## config.mk

```make
export PLATFORM = sky130hd
export DESIGN_NAME = coreHarness
export DESIGN_NICKNAME = d
export VERILOG_FILES = /design/src/source/coreHarnessPkg.sv /design/src/source/downstreamDecoder.sv /design/src/source/configRegisters.sv /design/src/source/upstreamEncoder.sv /design/src/source/upstreamFifo.sv /design/src/source/coreHarness.sv
export SDC_FILE = /design/constraint.sdc
export NUM_CORES = 1
export LEC_CHECK = 0
export BUFFER_PORTS_ARGS = -buffer_cell sky130_fd_sc_hd__buf_2
export CAP_MARGIN = 25
export CORE_MARGIN = 1.5
export CORE_UTILIZATION = 50
export CTS_BUF_LIST = sky130_fd_sc_hd__clkbuf_16
export DETAILED_ROUTE_END_ITERATION = 6
export GPL_ROUTABILITY_DRIVEN = 0
export GPL_TIMING_DRIVEN = 0
export PLACE_DENSITY = 0.69
export SLEW_MARGIN = 15
export SYNTH_ARGS = -nofsm -noshare
export SYNTH_HDL_FRONTEND = slang
export SYNTH_SLANG_ARGS = --single-unit
```

## constraint.sdc

```tcl
create_clock -name okClk -period 5.3 [get_ports okClk]
set_clock_uncertainty 0.1 [all_clocks]
set_input_delay 0.53 -clock okClk [delete_from_list [all_inputs] [get_ports okClk]]
set_output_delay 0.53 -clock okClk [all_outputs]
set_load 0.05 [all_outputs]
```

## src/source/coreHarnessPkg.sv

```systemverilog
package coreHarnessPkg;

  // ------------------------------------------------------------
  // Downstream word formats
  // ------------------------------------------------------------

  // Top two bits of a host word; 01 only occurs inside a chip half
  typedef enum logic [1:0] {
    toBd      = 2'b00,  // Message to the chip
    regWrite  = 2'b10,  // Register write
    chanWrite = 2'b11   // Channel write
  } wordTag_e;

  typedef struct packed {
    wordTag_e    tag;
    logic        spare0;
    logic [4:0]  id;      // Register index
    logic [7:0]  spare1;
    logic [15:0] data;
  } regWord_t;

  // Same layout, but id names a channel
  typedef struct packed {
    wordTag_e    tag;
    logic        spare0;
    logic [4:0]  id;
    logic [7:0]  spare1;
    logic [15:0] data;
  } chanWord_t;

  typedef struct packed {
    wordTag_e    tag;
    logic [5:0]  code;     // Chip message code
    logic [3:0]  spare;
    logic [19:0] payload;
  } toBdWord_t;

  // Simulated chip output, sent as low half then high half
  typedef struct packed {
    logic [7:0]  marker;   // All ones
    logic [23:0] payload;  // High half uses bits 9:0 only
  } fromBdHalf_t;

  // One host word, decoded by whichever view the tag selects
  typedef union packed {
    regWord_t    regW;
    chanWord_t   chanW;
    toBdWord_t   toBdW;
    fromBdHalf_t fromBd;
  } downWord_u;

  localparam logic [7:0] bdMarker = 8'hFF;

  typedef logic [33:0] bdWord_t;  // Assembled chip word

  // ------------------------------------------------------------
  // Decoder to encoder events
  // ------------------------------------------------------------
  typedef struct packed {
    logic        echoValid;      // Echo the original word
    logic        bdValid;        // Frame a chip word
    logic        readbackValid;  // Channel readback
    logic [31:0] word;           // Original host word
    bdWord_t     bdWord;
    logic [4:0]  readbackId;
  } upEvent_t;

  // Upstream tags in bits 31:30
  localparam logic [1:0] upEcho     = 2'b00;
  localparam logic [1:0] upBdHigh   = 2'b01;  // Chip word bits 33:24 in 9:0
  localparam logic [1:0] upBdLow    = 2'b10;  // Chip word bits 23:0 in 23:0
  localparam logic [1:0] upReadback = 2'b11;  // Id in 20:16, value in 15:0

  // Register indices
  localparam logic [4:0] ledReg      = 5'd0;
  localparam logic [4:0] readbackReg = 5'd2;
  localparam logic [4:0] nopReg      = 5'd31;  // Filler, writes ignored

endpackage

```

## src/source/downstreamDecoder.sv

```systemverilog
`timescale 1ns/1ps

module downstreamDecoder
  import coreHarnessPkg::*;
(
  input  logic        okClk,
  input  logic        arstN,
  input  logic        pipeInWrite,  // One word per cycle at most
  input  downWord_u   pipeInData,
  output logic        regWrite,     // Strobes, one cycle wide
  output logic        chanWrite,
  output logic [4:0]  writeId,
  output logic [15:0] writeData,
  output upEvent_t    upEvent
);

  logic        isBdHalf;
  logic        isHighHalf;
  logic        isToBd;
  logic        isReg;
  logic        isChan;
  logic        echoQ;
  logic        bdQ;
  logic        readbackQ;
  logic        lowValid;     // Low chip half waiting for its high half
  logic [23:0] lowHalf;
  logic [31:0] wordQ;
  bdWord_t     bdWordQ;
  logic [4:0]  readbackIdQ;

  // ------------------------------------------------------------
  // Word classification
  // ------------------------------------------------------------
  // Chip halves are checked first since their marker overlaps tag 11
  assign isBdHalf   = pipeInData.fromBd.marker == bdMarker;
  // High half carries only 10 bits, so bits 23:10 are zero
  assign isHighHalf = isBdHalf && (pipeInData.fromBd.payload[23:10] == '0);
  assign isToBd = !isBdHalf && (pipeInData.toBdW.tag == coreHarnessPkg::toBd);
  assign isReg  = !isBdHalf && (pipeInData.regW.tag == coreHarnessPkg::regWrite)
                  && (pipeInData.regW.id != nopReg);  // Drop filler
  assign isChan = !isBdHalf && (pipeInData.chanW.tag == coreHarnessPkg::chanWrite);

  // Strobes and pending-half flag
  always_ff @(posedge okClk or negedge arstN) begin
    if (!arstN) begin
      regWrite  <= 1'b0;
      chanWrite <= 1'b0;
      echoQ     <= 1'b0;
      bdQ       <= 1'b0;
      readbackQ <= 1'b0;
      lowValid  <= 1'b0;
    end else begin
      regWrite  <= pipeInWrite && isReg;
      chanWrite <= pipeInWrite && isChan;
      echoQ     <= pipeInWrite && isToBd;
      readbackQ <= pipeInWrite && isReg && (pipeInData.regW.id == readbackReg);
      bdQ       <= pipeInWrite && isHighHalf && lowValid;  // Lone high half discarded
      if (pipeInWrite && isBdHalf) begin
        lowValid <= !isHighHalf;  // High half consumes and low half rearms
      end
    end
  end

  // Payload capture
  always_ff @(posedge okClk) begin
    if (pipeInWrite) begin
      wordQ       <= pipeInData;
      writeId     <= pipeInData.regW.id;    // Channel words share this layout
      writeData   <= pipeInData.regW.data;
      readbackIdQ <= pipeInData.regW.data[4:0];  // Channel named in low bits
      if (isBdHalf && !isHighHalf) begin
        lowHalf <= pipeInData.fromBd.payload;    // Newer low half wins
      end
      if (isHighHalf) begin
        bdWordQ <= {pipeInData.fromBd.payload[9:0], lowHalf};
      end
    end
  end

  always_comb begin
    upEvent.echoValid     = echoQ;
    upEvent.bdValid       = bdQ;
    upEvent.readbackValid = readbackQ;
    upEvent.word          = wordQ;
    upEvent.bdWord        = bdWordQ;
    upEvent.readbackId    = readbackIdQ;
  end

endmodule

```

## src/source/configRegisters.sv

```systemverilog
`timescale 1ns/1ps

module configRegisters
  import coreHarnessPkg::*;
(
  input  logic        okClk,
  input  logic        arstN,
  input  logic        regWrite,
  input  logic        chanWrite,
  input  logic [4:0]  writeId,
  input  logic [15:0] writeData,
  input  logic [4:0]  readbackId,
  output logic [3:0]  led,
  output logic [15:0] readbackValue  // Combinational lookup
);

  logic [31:0][15:0] chanVal;  // Channel storage

  // ------------------------------------------------------------
  // Register file
  // ------------------------------------------------------------
  // Register 2 and the rest only raise events in the decoder
  always_ff @(posedge okClk or negedge arstN) begin
    if (!arstN) begin
      led     <= '0;
      chanVal <= '0;
    end else begin
      if (regWrite && (writeId == ledReg)) begin
        led <= writeData[3:0];  // LEDs take low nibble
      end
      if (chanWrite) begin
        chanVal[writeId] <= writeData;
      end
    end
  end

  // Readback from current storage
  assign readbackValue = chanVal[readbackId];

endmodule

```

## src/source/upstreamEncoder.sv

```systemverilog
`timescale 1ns/1ps

module upstreamEncoder
  import coreHarnessPkg::*;
(
  input  logic        okClk,
  input  logic        arstN,
  input  upEvent_t    upEvent,
  input  logic [15:0] readbackValue,
  output logic [4:0]  readbackId,  // Lookup address for the registers
  output logic        push,
  output logic [31:0] pushData
);

  logic        lowPending;  // Low frame word due next cycle
  logic [31:0] lowWord;
  logic [31:0] highWord;
  logic [31:0] readbackWord;
  logic [31:0] echoWord;
  logic [31:0] eventWord;
  logic        eventValid;

  assign readbackId = upEvent.readbackId;

  // ------------------------------------------------------------
  // Upstream word formats
  // ------------------------------------------------------------
  assign highWord     = {upBdHigh, 20'b0, upEvent.bdWord[33:24]};
  assign readbackWord = {upReadback, 9'b0, upEvent.readbackId, readbackValue};
  assign echoWord     = {upEcho, upEvent.word[29:0]};  // Tag already 00

  assign eventValid = upEvent.echoValid | upEvent.bdValid | upEvent.readbackValid;

  // At most one event kind per host word
  always_comb begin
    if (upEvent.bdValid) begin
      eventWord = highWord;       // High word goes first
    end else if (upEvent.readbackValid) begin
      eventWord = readbackWord;
    end else begin
      eventWord = echoWord;
    end
  end

  // Push strobe and frame sequencing
  always_ff @(posedge okClk or negedge arstN) begin
    if (!arstN) begin
      push       <= 1'b0;
      lowPending <= 1'b0;
    end else begin
      push       <= lowPending | eventValid;
      lowPending <= upEvent.bdValid;  // Host idles after a high half
    end
  end

  always_ff @(posedge okClk) begin
    lowWord <= {upBdLow, 6'b0, upEvent.bdWord[23:0]};
    // Held low word ahead of any new event
    if (lowPending) begin
      pushData <= lowWord;
    end else begin
      pushData <= eventWord;
    end
  end

endmodule

```

## src/source/upstreamFifo.sv

```systemverilog
`timescale 1ns/1ps

module upstreamFifo #(
  parameter int FifoDepth = 16
) (
  input  logic        okClk,
  input  logic        arstN,
  input  logic        push,
  input  logic [31:0] pushData,
  input  logic        pop,
  output logic [31:0] headData,  // Fall-through head word
  output logic        empty,
  output logic        overflow   // Sticky until reset
);

  localparam int PtrW = (FifoDepth > 1) ? $clog2(FifoDepth) : 1;
  localparam int CntW = $clog2(FifoDepth + 1);

  logic [31:0]     mem [FifoDepth];
  logic [PtrW-1:0] wrPtr;
  logic [PtrW-1:0] rdPtr;
  logic [CntW-1:0] count;
  logic            full;
  logic            doPush;
  logic            doPop;

  assign full   = count == CntW'(FifoDepth);
  assign empty  = count == '0;
  assign doPush = push && !full;   // Dropped when full
  assign doPop  = pop && !empty;   // Pop on empty ignored

  // ------------------------------------------------------------
  // Pointers, count and overflow
  // ------------------------------------------------------------
  always_ff @(posedge okClk or negedge arstN) begin
    if (!arstN) begin
      wrPtr    <= '0;
      rdPtr    <= '0;
      count    <= '0;
      overflow <= 1'b0;
    end else begin
      if (doPush) begin
        wrPtr <= (wrPtr == PtrW'(FifoDepth - 1)) ? '0 : wrPtr + 1'b1;  // Any depth
      end
      if (doPop) begin
        rdPtr <= (rdPtr == PtrW'(FifoDepth - 1)) ? '0 : rdPtr + 1'b1;
      end
      count <= count + CntW'(doPush) - CntW'(doPop);
      if (push && full) begin
        overflow <= 1'b1;
      end
    end
  end

  always_ff @(posedge okClk) begin
    if (doPush) begin
      mem[wrPtr] <= pushData;
    end
  end

  assign headData = mem[rdPtr];

endmodule

```

## src/source/coreHarness.sv

```systemverilog
`timescale 1ns/1ps

module coreHarness
  import coreHarnessPkg::*;
#(
  parameter int FifoDepth = 16  // Upstream FIFO words
) (
  input  logic        okClk,
  input  logic        arstN,
  input  logic        pipeInWrite,
  input  logic [31:0] pipeInData,
  input  logic        pipeOutRead,
  output logic [31:0] pipeOutData,
  output logic        pipeOutEmpty,
  output logic        pipeOutOverflow,
  output logic [3:0]  led
);

  logic        regWrite;
  logic        chanWrite;
  logic [4:0]  writeId;
  logic [15:0] writeData;
  upEvent_t    upEvent;
  logic [4:0]  readbackId;
  logic [15:0] readbackValue;
  logic        push;
  logic [31:0] pushData;

  // ------------------------------------------------------------
  // Downstream path
  // ------------------------------------------------------------
  downstreamDecoder decoder (
    .okClk       (okClk),
    .arstN       (arstN),
    .pipeInWrite (pipeInWrite),
    .pipeInData  (pipeInData),
    .regWrite    (regWrite),
    .chanWrite   (chanWrite),
    .writeId     (writeId),
    .writeData   (writeData),
    .upEvent     (upEvent)
  );

  configRegisters registers (
    .okClk         (okClk),
    .arstN         (arstN),
    .regWrite      (regWrite),
    .chanWrite     (chanWrite),
    .writeId       (writeId),
    .writeData     (writeData),
    .readbackId    (readbackId),
    .led           (led),
    .readbackValue (readbackValue)
  );

  // Upstream path
  upstreamEncoder encoder (
    .okClk         (okClk),
    .arstN         (arstN),
    .upEvent       (upEvent),
    .readbackValue (readbackValue),
    .readbackId    (readbackId),
    .push          (push),
    .pushData      (pushData)
  );

  upstreamFifo #(
    .FifoDepth (FifoDepth)
  ) fifo (
    .okClk    (okClk),
    .arstN    (arstN),
    .push     (push),
    .pushData (pushData),
    .pop      (pipeOutRead),
    .headData (pipeOutData),
    .empty    (pipeOutEmpty),
    .overflow (pipeOutOverflow)
  );

endmodule

```

-- Word level (Yosys, flattened, before mapping)
Memory sizes are Yosys's and may differ from the RTL's.
Cells that the tools add are included.
- add/subtract/negate cells: 4
- $mul: 0
- div/mod/pow operators: 0
- order comparisons: 3
- equal/unequal tests: 8
- shift operators: 0
- muxes and demuxes: 12
- bitwise logic cells: 3
- reduce and logical (&&, ||, !) cells: 29
- operators by type and width (cell ; count):
    $bwmux W512 ; 1
    $bmux W16 S5 ; 1
    $demux W16 S5 ; 1
    $mux W32 ; 2
    $mux W16 ; 2
    $mux W24 ; 1
    $logic_and A1 B1 Y1 ; 18
    $logic_not A14 Y1 ; 1
    $lt A5 B6 Y1 const B ; 2
    $logic_not A5 Y1 ; 2
    $add A4 B1 Y4 const B ; 2
    $eq A4 B4 Y1 const B ; 2
    $eq A8 B8 Y1 const B ; 1
    $mux W4 ; 2
    $add A5 B1 Y5 ; 1
    $eq A5 B2 Y1 const B ; 1
    $eq A5 B5 Y1 const B ; 1
    $ge A5 B1 Y1 const B ; 1
    $ne A5 B5 Y1 const B ; 1
    $sub A5 B1 Y5 ; 1
    $eq A2 B2 Y1 const B ; 2
    $logic_not A1 Y1 ; 4
    $reduce_and A2 Y1 ; 2
    $or A1 B1 Y1 ; 3
    other kinds (3) ; 4
- register bits after elaboration: 708
- bits in latches: 0
- RAM bits: 512
- bits in read-only memories: 0
- bits of input ports: 36
- output and inout port bits: 38
- memories: 1
- memory list (name ; words ; width ; read ports ; clocked after Yosys merged registers in ; wr ports ; RTL line ; source):
    fifo.mem ; 16 ; 32 ; 1 ; 0 ; 1 ; upstreamFifo.sv:19 ; logic [31:0] mem [FifoDepth];

-- Depth between registers and ports, before layout
- word-level depth: 6
- gate-level depth with buffers: 13
- mapped depth without buffers: 12

-- Modules after synthesis
From an unflattened synthesis, not the netlist that was laid out.
- cells, all modules: 3061
- area total of the unflattened synthesis: 49571.3 µm²
- by module, submodules not included (module ; instances ; cells an instance ; area an instance (µm²) ; seq. area each (µm²)):
    configRegisters ; 1 ; 1740 ; 24061.8 ; 12912.4
    upstreamFifo ; 1 ; 1017 ; 20443.4 ; 15725.1
    downstreamDecoder ; 1 ; 148 ; 3215.6 ; 2852.7
    upstreamEncoder ; 1 ; 156 ; 1850.5 ; 1171.1

-- Least setup slack after synthesis
OpenSTA, ideal clock, no wires.
- path type: flip-flop to flip-flop
- start point: register fifo.count[3]
- end point: register fifo.count[4]
- setup time: 0.123 ns
- data arrival time: 3.853 ns
- data required time: 5.077 ns
- slack: 1.224 ns
- cell stages (with the launch flop): 14
- buffers on the path: 1
- period minus slack after synthesis: 4.076 ns
- path through: dfrtp_1 inv_1 ha_1 nor4b_1 nor2b_1 clkbuf_1 ha_1 inv_1 ha_1 fa_1 a21oi_1 nor2_1 nor2_1 xnor2_1
- RTL lines (element ; RTL line ; source):
    from (decl) ; upstreamFifo.sv:22 ; logic [CntW-1:0] count;
    from (signal assigned) ; upstreamFifo.sv:48 ; count <= count + CntW'(doPush) - CntW'(doPop);
    $logic_not A5 Y1 ; upstreamFifo.sv:28 ; assign empty = count == '0;
    via pipeOutEmpty ; coreHarness.sv:14 ; output logic pipeOutEmpty,
    $logic_not A1 Y1 ; upstreamFifo.sv:30 ; assign doPop = pop && !empty;
    $logic_and A1 B1 Y1 ; upstreamFifo.sv:30 ;
    via fifo.doPop ; upstreamFifo.sv:25 ; logic doPop;
    $sub A5 B1 Y5 ; upstreamFifo.sv:48 ;
The timed path passes the listed nets, and every way through them passes these cells.
A chain may end at the register's enable or synchronous reset.

-- Worst setup path in the final report
- start point: register fifo.rdPtr[1]
- end point: output pipeOutData[4]
- cells in the longest elaborated chain, start to end: 1
- ends and longest elaborated chain (element ; RTL line ; source):
    from (decl) ; upstreamFifo.sv:21 ; logic [PtrW-1:0] rdPtr;
    from (signal assigned) ; upstreamFifo.sv:46 ; rdPtr <= (rdPtr == PtrW'(FifoDepth - 1)) ? '0 : rdPtr + 1'b1;
    $mem_v2 Z16 W32 ; n/a ;
    to (decl) ; coreHarness.sv:13 ; output logic [31:0] pipeOutData,
Every way passes these cells.

==> results.md <==
* Core area at 0.09544 mm2
* Worst setup EP type: output port
* Hold endpoint: decoder.wordQ[4]
* Mapped Cells at 2622
* IO buf count at 73
* Slew headroom at 22.78%
* Unrepaired setup endpoints after global routing: false
* Slew Viols, Final at 0
* Logic pwr share at 22.6%
* HP Class: input port to register
* Leakage at 0.02209 uW
* Hold path start: pipeInData[4]
* Starting Density at 50.63%
* Antenna Violating Nets Remaining at 0
* DRT iter0 DRCs at 2767
* Post-layout min period at 4.150 ns
* Period utilization at 78.30%
* Mapped cell area at 0.04832 mm2
* First-pass GRT wire length at 187600 um
* Setup TNS at 0 ns
* Yosys cell types at 61
* Remaining Overflow, GRT at 0
* Largest net degree at the start of global routing at 104
* Leading area contributor after synthesis: edfxtp_1
* CP startpoint kind: register
* Flops & latches, synth at 1194
* Max_cap viols at 0
* DR pass1 iterations at 7
* Fill count at 7038
* Num CTS Buffers at 117
* Residual DRC at 6
* Crit path from: fifo.rdPtr[1]
* Synth async-reset ratio at 45.06%
* NetSw at 6982 uW
* Die width at 313.9 um
* Reg clk slew, reported paths at 0.06 ns
* Max H-tree Level at 3
* CTS tree: yes
* Vias in the first global route at 27650
* Top_reg_cell synth: edfxtp_1
* Post-synth EDFFs at 600
* Synth top area share at 37.29%
* Root Buffer: clkbuf_16
* # IOs at 74
* Cts repair resizes at 0
* Final hold slack at 0.05721 ns
* Sequential share of the synthesized area at 67.48%
* WS Path Type: register to output port
* Total clock sinks at 1194
* CP Max Fanout at 10
* Largest buffer count on any clock path at 3
* Yosys warnings at 0
* Worst R2R Start: decoder.readbackIdQ[3]
* Synthesized area per cell at 18.43 um2
* Hold Path Depth at 1
* Die ar. at 0.09851 mm2
* Cell Pwr Density at 434.1 mW/mm2
* Failing checks: DRC
* Via/cell ratio at 6.161
* GRT Overall Usage at 26.53%
* CP Data Required Time at 4.67 ns
* Rows at 113
* Pre-CTS setup slack at 1.884 ns
* Reg-to-reg endpoint: encoder.pushData[12]
* Mapped Nets at 2670
* Routed via count at 26250
* Final setup vio count at 0
* Synth top area cells: edfxtp_1 37%, dfrtp_1 28%, mux4_2 12%, mux2_2 11%, dfxtp_1 2.3%
* Pwr Total at 23880 uW
* Outcome: finished, violations left
* Final hold viol count at 0
* Flop pwr share at 44.9%
* Power share of the clock group at 32.5%
* Final wirelength at 129200 um
* Peak supply drop at 0.0002803 V
* Cell Int Power at 16900 uW
* Die height at 313.9 um
* Min setup slack post-route at 1.150 ns
* Nets at 2936
* WP data arrival at 3.52 ns
* Flop2flop setup slack at 1.67 ns
* Post-DP HPWL at 86560 um
* R2R cell count at 5
* Routed WL per cell at 30.33 um
* Final Util at 57.65%
* Clock Latency Late Sink at 0.71 ns
* Slew at the pin with the worst max-slew slack at 1.158 ns
* Fraction of layout cells with a size suffix above 1 at 37.04%
* Fmax at 241.0 MHz
* Antenna violations before repair at 7
* Sw frac at 29.24%
* Layout area overhead at 13.87%
==> cell usage in the layout, fill, tap and decap left out, types with 9 or more instances in the layout <==
cell type      instances
edfxtp_1             600
mux2_1                31
clkinv_2              16
clkbuf_1              83
dfrtp_1              538
o21ai_0               46
nand2_1               67
nor2_4                15
buf_6                 25
ha_1                  11
nor2b_1                9
and2_1                10
buf_4                 29
buf_2                125
nor2_1                28
dlygate4sd3_1         33
buf_1                 15
buf_16                13
a21oi_1               14
clkinv_1              37
nand3_1               12
a22o_1                11
mux2i_1               98
mux2_2               477
clkbuf_16            119
inv_1                 47
a22oi_1               41
dfxtp_1               56
mux4_2               247
==> power groups by stage <==
stage | clock (uW) | sequential, uW | combinational [uW]
6_report | 7760 | 10700 | 5390
5_1_grt | 8200 | 10800 | 5680
4_1_cts | 7850 | 10700 | 5460
3_5_place_dp | 0 | 10900 | 5420
3_3_place_gp | 0 | 10900 | 5250
2_1_floorplan | 0 | 10800 | 3910
==> worst max-delay path: stages (launching register included) <==
cell,delay (ns)
dfrtp_1,0.35
clkbuf_1,0.23
buf_2,0.28
buf_1,0.71
mux4_2,0.43
mux4_2,0.54
buf_2,0.24
==> cells in the mapped netlist, types with 2 or more instances <==
library cell / count
mux2_1: 31
a22oi_1: 41
a221oi_1: 8
mux2_2: 477
and2_1: 10
clkbuf_1: 83
nor2_1: 42
nor2_4: 2
inv_1: 12
and3_1: 3
xor2_1: 2
dfrtp_1: 538
a221o_1: 8
nand3b_1: 6
o22a_1: 7
o21ai_0: 46
nor2_2: 7
edfxtp_1: 600
a22o_1: 11
buf_1: 15
o2111ai_1: 2
ha_1: 11
buf_4: 17
clkbuf_2: 2
mux2i_1: 98
nand2b_1: 5
nor3b_2: 3
a31oi_1: 8
a21oi_1: 14
buf_6: 16
nand3_1: 12
nor4_1: 4
xnor2_1: 4
buf_2: 53
or3b_1: 2
dfxtp_1: 56
nand4_1: 3
nand2_1: 67
mux4_2: 247
mux4_1: 6
nor3_1: 6
a21o_1: 3
o211ai_1: 6
nor3b_1: 2
nor2b_1: 10
==> logic make-up after synthesis <==
logic type / after synthesis / synth area share (%)
DFF: 1194 / 67.48
muxes: 859 / 25.71
adders and majority gates: 12 / 0.3263
and+or+nand+nor: 191 / 1.979
AOI/OAI and AO/OA: 161 / 2.297
buffers and inverters: 199 / 2.103
xor gates and xnor gates: 6 / 0.1088
==> area by class of cell <==
class / instances / area (um2) / area share (%)
multi-input cells: 1229 / 14830 / 26.95
flip-flops and latches: 1194 / 32600 / 59.26
diodes: 6 / 15.01 / 0.02729
repair buffers: 147 / 1395 / 2.536
well taps: 1265 / 1583 / 2.877
plain buffers: 187 / 970.9 / 1.765
clock buffers: 119 / 2978 / 5.413
clock inverters: 101 / 604.3 / 1.098
inverters: 12 / 45.04 / 0.08187
==> metal layers <==
layer	global-route usage [%]	part of all wire [%]
met5	0	0.023
met1	34.39	39
met2	44.46	50
met4	10.43	3.9
met3	5.040	7.0
==> state kept, by name, summed over array words and instances, names as in the netlist, 5 cells and up <==
name / cells
fifo.mem: 512
registers.chanVal: 512
decoder.bdWordQ: 34
encoder.pushData: 32
decoder.wordQ: 26
decoder.lowHalf: 24
encoder.lowWord: 24
fifo.count: 5
==> worst max-delay path by stage <==
stage	to	slack, ns	cells after the start
2_1_floorplan	fifo.count[4]	1.22	13
3_3_place_gp	fifo.count[2]	-6.74	1
3_5_place_dp	pipeOutData[28]	1.88	6
4_1_cts	pipeOutData[4]	1.10	6
5_1_grt	pipeOutData[4]	1.05	6
6_report	pipeOutData[4]	1.15	6
==> through the flow <==
step,area [um2],cells
global route,55000,4254
global placement,50260,3960
floorplan,48320,2622
CTS,54970,4251
detailed placement,51060,3998
finish,55020,4260
==> repair_timing <==
action / in CTS / in global routing
hold endpoints to repair: 96 / 0
hold buffers: 33 / 0
buffers inserted: 0 / 0
(Power assumes the default switching activity.)
